--- config.mk ---
export PLATFORM = sky130hd
export DESIGN_NAME = udp_rx
export DESIGN_NICKNAME = d
export VERILOG_FILES = /design/src/verilog/udp_rec_pkg.sv /design/src/verilog/udp_rx.sv
export SDC_FILE = /design/constraint.sdc
export NUM_CORES = 1
export LEC_CHECK = 0
export ABC_AREA = 0
export BUFFER_PORTS_ARGS = -buffer_cell sky130_fd_sc_hd__buf_2
export CORE_ASPECT_RATIO = 0.5
export CORE_MARGIN = 3
export CORE_UTILIZATION = 60
export DETAILED_ROUTE_END_ITERATION = 10
export PLACE_DENSITY = 0.81
export REMOVE_ABC_BUFFERS = 1
export SKIP_LAST_GASP = 1
export SLEW_MARGIN = 20
export SYNTH_ARGS = -nofsm -noshare
export SYNTH_HDL_FRONTEND = slang
export SYNTH_SLANG_ARGS = --single-unit
--- constraint.sdc ---
create_clock -name gmii_rx_clk -period 4.7 [get_ports gmii_rx_clk]
set_clock_uncertainty 0.1 [all_clocks]
set_input_delay 0.235 -clock gmii_rx_clk [delete_from_list [all_inputs] [get_ports gmii_rx_clk]]
set_output_delay 0.235 -clock gmii_rx_clk [all_outputs]
set_load 0.02 [all_outputs]
--- src/verilog/udp_rec_pkg.sv ---
/* board addresses, protocol bytes, fifo sizing and the
   beat / status structs shared by the udp receive path */
package udp_rec_pkg;

  // **************************************************
  // board identity
  // **************************************************
  localparam logic [47:0] BOARD_MAC  = 48'ha0_b1_c2_d3_e1_e1;            // own mac
  localparam logic [31:0] BOARD_IP   = {8'd192, 8'd168, 8'd1, 8'd11};    // 192.168.1.11
  localparam logic [15:0] BOARD_PORT = 16'd1234;                          // udp dest port

  // protocol bytes
  localparam logic [15:0] ETH_TYPE_IPV4 = 16'h0800;   // ethertype ipv4
  localparam logic [7:0]  IP_PROTO_UDP  = 8'd17;      // ip protocol udp
  localparam logic [7:0]  ETH_PREAMBLE  = 8'h55;      // preamble byte
  localparam logic [7:0]  ETH_SFD       = 8'hd5;      // start of frame delimiter
  localparam logic [7:0]  IP_VER_IHL    = 8'h45;      // version 4, 20 byte header

  // fifo sizing
  localparam int FIFO_DEPTH_W = 1024;   // depth in 16-bit words
  localparam int LEVEL_W      = 11;     // level 0..1024

  // **************************************************
  // structs
  // **************************************************
  typedef struct packed {
    logic       dv;     // gmii data valid
    logic [7:0] data;   // gmii byte
  } gmii_rx_t;

  typedef struct packed {
    logic       en;     // one cycle per payload byte
    logic [7:0] data;   // payload byte
  } rec_beat_t;

  typedef struct packed {
    logic        pkt_done;   // one pulse per accepted frame
    logic [15:0] byte_num;   // udp length minus 8
  } rec_stat_t;

endpackage

--- src/verilog/udp_rx.sv ---
/* gmii frame parser: preamble strip, mac / ip / udp header filter,
   payload byte strobe and end of packet status */
`timescale 1ns/1ns

module udp_rx import udp_rec_pkg::*; (
  input  logic      gmii_rx_clk,
  input  logic      reset,
  input  gmii_rx_t  rx,          // registered gmii beat
  output rec_beat_t rec_beat,    // payload byte strobe
  output rec_stat_t rec_stat     // done pulse + payload length
);

  typedef enum logic [2:0] {
    s_idle,
    s_preamble,
    s_eth_hdr,
    s_ip_hdr,
    s_udp_hdr,
    s_payload,
    s_drop
  } state_t;

  state_t      state;
  logic [15:0] cnt;             // byte index inside current section
  logic        mac_board;       // dest mac matches board so far
  logic        mac_bcast;       // dest mac all ff so far
  logic        mac_board_nxt;
  logic        mac_bcast_nxt;
  logic        field_ok;        // current byte passes its field check
  logic        pay_last;        // last payload byte on rx
  logic        beat_en;
  logic [7:0]  beat_data;
  logic        done_pend;       // last byte strobed, done next cycle
  logic        pkt_done;
  logic [7:0]  len_hi;          // udp length high byte
  logic [15:0] byte_num;        // payload length

  assign pay_last = (cnt == byte_num - 16'd1);

  // **************************************************
  // per-byte field compare
  // **************************************************
  always_comb begin
    field_ok      = 1'b1;
    mac_board_nxt = mac_board;
    mac_bcast_nxt = mac_bcast;
    case (state)
      s_eth_hdr: begin
        if (cnt < 16'd6) begin   // dest mac, msb first
          mac_board_nxt = mac_board && (rx.data == BOARD_MAC[8*(5-cnt[2:0]) +: 8]);
          mac_bcast_nxt = mac_bcast && (rx.data == 8'hff);
          field_ok      = mac_board_nxt || mac_bcast_nxt;
        end else if (cnt == 16'd12) begin
          field_ok = (rx.data == ETH_TYPE_IPV4[15:8]);
        end else if (cnt == 16'd13) begin
          field_ok = (rx.data == ETH_TYPE_IPV4[7:0]);
        end
      end
      s_ip_hdr: begin
        case (cnt)
          16'd0:  field_ok = (rx.data == IP_VER_IHL);     // no options
          16'd9:  field_ok = (rx.data == IP_PROTO_UDP);
          16'd16, 16'd17, 16'd18, 16'd19: begin           // dest ip
            field_ok = (rx.data == BOARD_IP[8*(3-cnt[1:0]) +: 8]);
          end
          default: field_ok = 1'b1;                       // src ip, len, ttl ignored
        endcase
      end
      s_udp_hdr: begin
        if (cnt == 16'd2) begin
          field_ok = (rx.data == BOARD_PORT[15:8]);
        end else if (cnt == 16'd3) begin
          field_ok = (rx.data == BOARD_PORT[7:0]);
        end
      end
      default: field_ok = 1'b1;   // idle / preamble check their own bytes
    endcase
  end

  // **************************************************
  // state machine
  // **************************************************
  always_ff @(posedge gmii_rx_clk) begin
    if (reset) begin
      state     <= s_idle;
      cnt       <= '0;
      mac_board <= 1'b0;
      mac_bcast <= 1'b0;
      beat_en   <= 1'b0;
      done_pend <= 1'b0;
      pkt_done  <= 1'b0;
    end else begin
      beat_en   <= 1'b0;
      done_pend <= 1'b0;
      pkt_done  <= done_pend;        // one cycle after last strobe
      mac_board <= mac_board_nxt;
      mac_bcast <= mac_bcast_nxt;
      cnt       <= cnt + 16'd1;
      if (!rx.dv) begin              // frame end or gap, also truncation
        state <= s_idle;
        cnt   <= '0;
      end else if (!field_ok) begin
        state <= s_drop;             // wrong address or protocol
      end else begin
        case (state)
          s_idle: begin
            state <= (rx.data == ETH_PREAMBLE) ? s_preamble : s_drop;
            cnt   <= 16'd1;          // first 55 seen
          end
          s_preamble: begin
            if (rx.data == ETH_SFD && cnt == 16'd7) begin
              state     <= s_eth_hdr;
              cnt       <= '0;
              mac_board <= 1'b1;     // arm both mac matches
              mac_bcast <= 1'b1;
            end else if (rx.data != ETH_PREAMBLE || cnt == 16'd7) begin
              state <= s_drop;       // bad preamble length or byte
            end
          end
          s_eth_hdr: begin
            if (cnt == 16'd13) begin   // 14 byte mac header
              state <= s_ip_hdr;
              cnt   <= '0;
            end
          end
          s_ip_hdr: begin
            if (cnt == 16'd19) begin   // 20 byte ip header
              state <= s_udp_hdr;
              cnt   <= '0;
            end
          end
          s_udp_hdr: begin
            if (cnt == 16'd7) begin    // 8 byte udp header
              cnt <= '0;
              if (byte_num == 16'd0) begin
                state     <= s_drop;   // empty datagram, still report it
                done_pend <= 1'b1;
              end else begin
                state <= s_payload;
              end
            end
          end
          s_payload: begin
            beat_en <= 1'b1;
            if (pay_last) begin
              state     <= s_drop;     // skip padding and fcs
              done_pend <= 1'b1;
            end
          end
          default: state <= s_drop;    // wait for dv low
        endcase
      end
    end
  end

  // payload and length capture
  always_ff @(posedge gmii_rx_clk) begin
    beat_data <= rx.data;
    if (rx.dv && state == s_udp_hdr && cnt == 16'd4) begin
      len_hi <= rx.data;
    end
    if (rx.dv && state == s_udp_hdr && cnt == 16'd5) begin
      byte_num <= {len_hi, rx.data} - 16'd8;   // strip udp header
    end
  end

  assign rec_beat = '{en: beat_en, data: beat_data};
  assign rec_stat = '{pkt_done: pkt_done, byte_num: byte_num};

endmodule

==> impl_metrics.toml <==
[floorplanning]
rows = 19
die-area_um2 = 7168
die_h_um = 61.39
floorplan.io_pins = 37
die_w_um = 116.8
floorplan.initialDensity_pct = 64.52
placeableCoreArea_um2 = 5705

[timing]
timing.final.crit_share_pct = 77.70
setup_repair_after_global_routing_missed_its_margin = "false"
slew-limit-headroom_pct = 52.92
max_clock_freq_mhz = 273.8
tightestPinTransition_ns = 0.6998
post-route-min-period_ns = 3.652
finalHoldViolCount = 0
fin_tns_setup_ns = 0
drv_slew = 0
report.final.setup_viol = 0

[critical_path]
worstRegToRegCells = 10
cp_top_family = "compound AO/OA/AOI/OAI gates"
critPathMaxStageDelay_ns = 0.66
critPathMaxFanout = 16
worstPathRequired_ns = 4.76
end_kind = "flop"
path_cells = "inv_1, ha_1, or4_1, nand3b_1, or2_1, inv_2, a2111oi_2, a41oi_2, o21ai_4, o22ai_1"
rr_startpoint = "cnt[0]"
worstReg2RegEnd = "cnt[0]"
timing_worst_setup_path_type = "reg -> reg"
worst-endpoint-arrival_ns = 3.71
slowest_stage = "dfxtp_1"
worstSetupStartpointType = "flop"
timing.reg2reg.setup_slack_ns = 1.05
critical_path_buf_inv_count = 2

[synthesis]
ys_ff_latch = 56
yosysWarningCount = 0
yosys.cell_types.count = 75
synth_common_cells = "35 x nor2_1, 32 x dfxtp_1, 28 x nand2_1"
synth-edff-count = 24
synthFlopType = "dfxtp_1"
synth_top_cell_area_share_pct = 19.58
async_flop_share_pct = 0
yosysSeqAreaShare_pct = 36.98
yosys.area.top_type = "edfxtp_1"
synthesis.area_um2 = 3681
postSynthCellCount = 400
synth_top_cells_by_area = "edfxtp_1 20%, dfxtp_1 17%, xor2_1 6.4%"
mapped_avg_cell_area_um2 = 9.203
synthMostInstantiatedCell = "nor2_1"

[final_layout]
n_antenna_cell = 0
final_cell_count_no_fill = 493
fillCellCount = 462
nets = 438
flow.area_growth_from_synthesis_pct = 5.813
post_route_cells_drive_above_1_share_pct = 16.19

[job]
max-cap-violations = 0

[worst_hold_path]
min_to = "beat_data[3]"
hold_class = "in -> reg"
min_path_cells = 1
hold_path_startpoint = "rx[3]"

[clock_network]
cts_root_buffer = "clkbuf_16"
cts.path.max_buffers = 2
cts_setup_buffers = 0
clock-sinks = 56
cts.reportedPaths.clkPinSlew_ns = 0.08
number_of_buffers_inserted_during_clock_tree_synthesis = 5
clk_latency_ns = 0.30
quantity_of_hold_fixing_buffers_added_after_cts = 0
post_cts_resized = 0
cts_tree = "done"
htree_levels = 2

[global_routing]
global_route_wire_length_before_repair_mm = 14.85
grt_max_degree = 20
global_route_congestion_overflow_total = 0
antenna_found_initial = 0
gr-usage-all-layers_pct = 27.49
via_count_of_the_first_global_routing_pass = 2912

[power_and_ir_drop]
power_leakage_uw = 0.001403
vdd.ir_drop.worst_mv = 0.2162
pwr_density_cell_nw_per_um2 = 268.8

[routing]
drt-wirelength-per-cell_um = 19.34
post_drt_via_cell_ratio = 6.690
firstDrtPassIters = 5
post-route-drc-count = 0
totalWireLength_mm = 9.537
drtAntennaViolNets = 0
num_vias = 3298
drt_first_iter_violations = 418

[placement]
hpwl_dp_mm = 7.015
io_buffer_count = 36
dp.cells = 485
placer_congestion_estimate = 0.9154

[outcome]
outcome = "finished clean"
==> worst register-to-register path: cells and delay by family (launching register included) <==
kind,cells,cell delay [ns]
AOI/OAI and AO/OA,4,1.35
and+or+nand+nor,3,0.85
DFF,1,0.66
adders and majority gates,1,0.32
buffers and inverters,2,0.25
==> stage by stage <==
stage	setup WS, ns	total power, uW	hold WS (ns)	instance area [um2]	util, %
after global routing	0.7978	1082	0.05901	3895	68.27
after floorplan	1.560	617.0	0.1627	3471	-
after CTS	1.091	1050	0.05364	3895	68.27
after global placement	1.238	658.6	0.3233	3742	65.59
after detailed placement	1.130	661.6	0.3223	3742	65.59
final	1.048	1047	0.06814	3895	68.27
==> cells in the final DEF (no fill, tap or decap), types with 6 or more instances in the layout <==
cell      netlist  layout
xor2_1         27      27
nor2_1         35      35
nand2_1        28      28
inv_1          16      16
nor2_2         10      10
a31oi_1         6       6
nor3_1         20      20
buf_2           1      36
ha_1            8       8
o21ai_0         9       9
nand4_1         8       8
a21oi_1         8       8
nor4_1         13      13
xnor2_1        17      17
dfxtp_1        32      32
nand3_1        17      17
edfxtp_1       24      24
==> power breakdown <==
part	switching (uW)	leakage, uW	internal [uW]	total [uW]
registers	17.1	0.000477	514	531
logic	80.6	0.000854	43.2	124
clock network	190	0.0000719	203	392
total	287	0.00140	760	1050
==> sequential cells by signal, indices dropped and copies added, names as in the netlist <==
name and cells:
beat_data 8, beat_en 1, byte_num 16, cnt 16, done_pend 1, len_hi 8, mac_bcast 1, mac_board 1
pkt_done 1, state 3
==> layer usage <==
layer,wire length (um),up-vias,GRT usage (%)
met1,4351,1572,39.47
met5,0,-,0
met3,931,22,6.281
met4,198,0,10.29
li1,-,1506,-
met2,4055,198,40.99
==> worst max path at each step <==
| stage | startpoint | end | slack, ns | depth (start not counted) |
|---|---|---|---|---|
| after floorplan | cnt[0] | cnt[0] | 1.56 | 10 |
| final | cnt[0] | cnt[0] | 1.05 | 10 |
| after global routing | cnt[0] | cnt[0] | 0.80 | 10 |
| after detailed placement | cnt[0] | cnt[0] | 1.13 | 10 |
| after CTS | cnt[0] | cnt[0] | 1.09 | 10 |
| after global placement | cnt[0] | cnt[0] | 1.24 | 10 |
==> final cells by class <==
| cell class | instances | area (um2) | area share (%) |
|---|---|---|---|
| clock buffers | 5 | 125.1 | 3.212 |
| inverters | 17 | 63.81 | 1.638 |
| clock inverters | 3 | 27.53 | 0.7067 |
| multi-input cells | 303 | 2046 | 52.52 |
| well taps | 73 | 91.34 | 2.345 |
| flip-flops and latches | 56 | 1361 | 34.95 |
| repair buffers | 36 | 180.2 | 4.626 |
==> cell families (layout without fill, tap and decap cells) <==
logic type	Yosys count	count (layout)	share of synthesized area, %
AOI/OAI and AO/OA	67	67	14.04
xor gates and xnor gates	45	45	11.08
adders and majority gates	8	8	2.719
and+or+nand+nor	179	179	26.62
DFF	56	56	36.98
muxes	4	4	1.122
buffers and inverters	41	61	7.443
(Power assumes the default switching activity.)
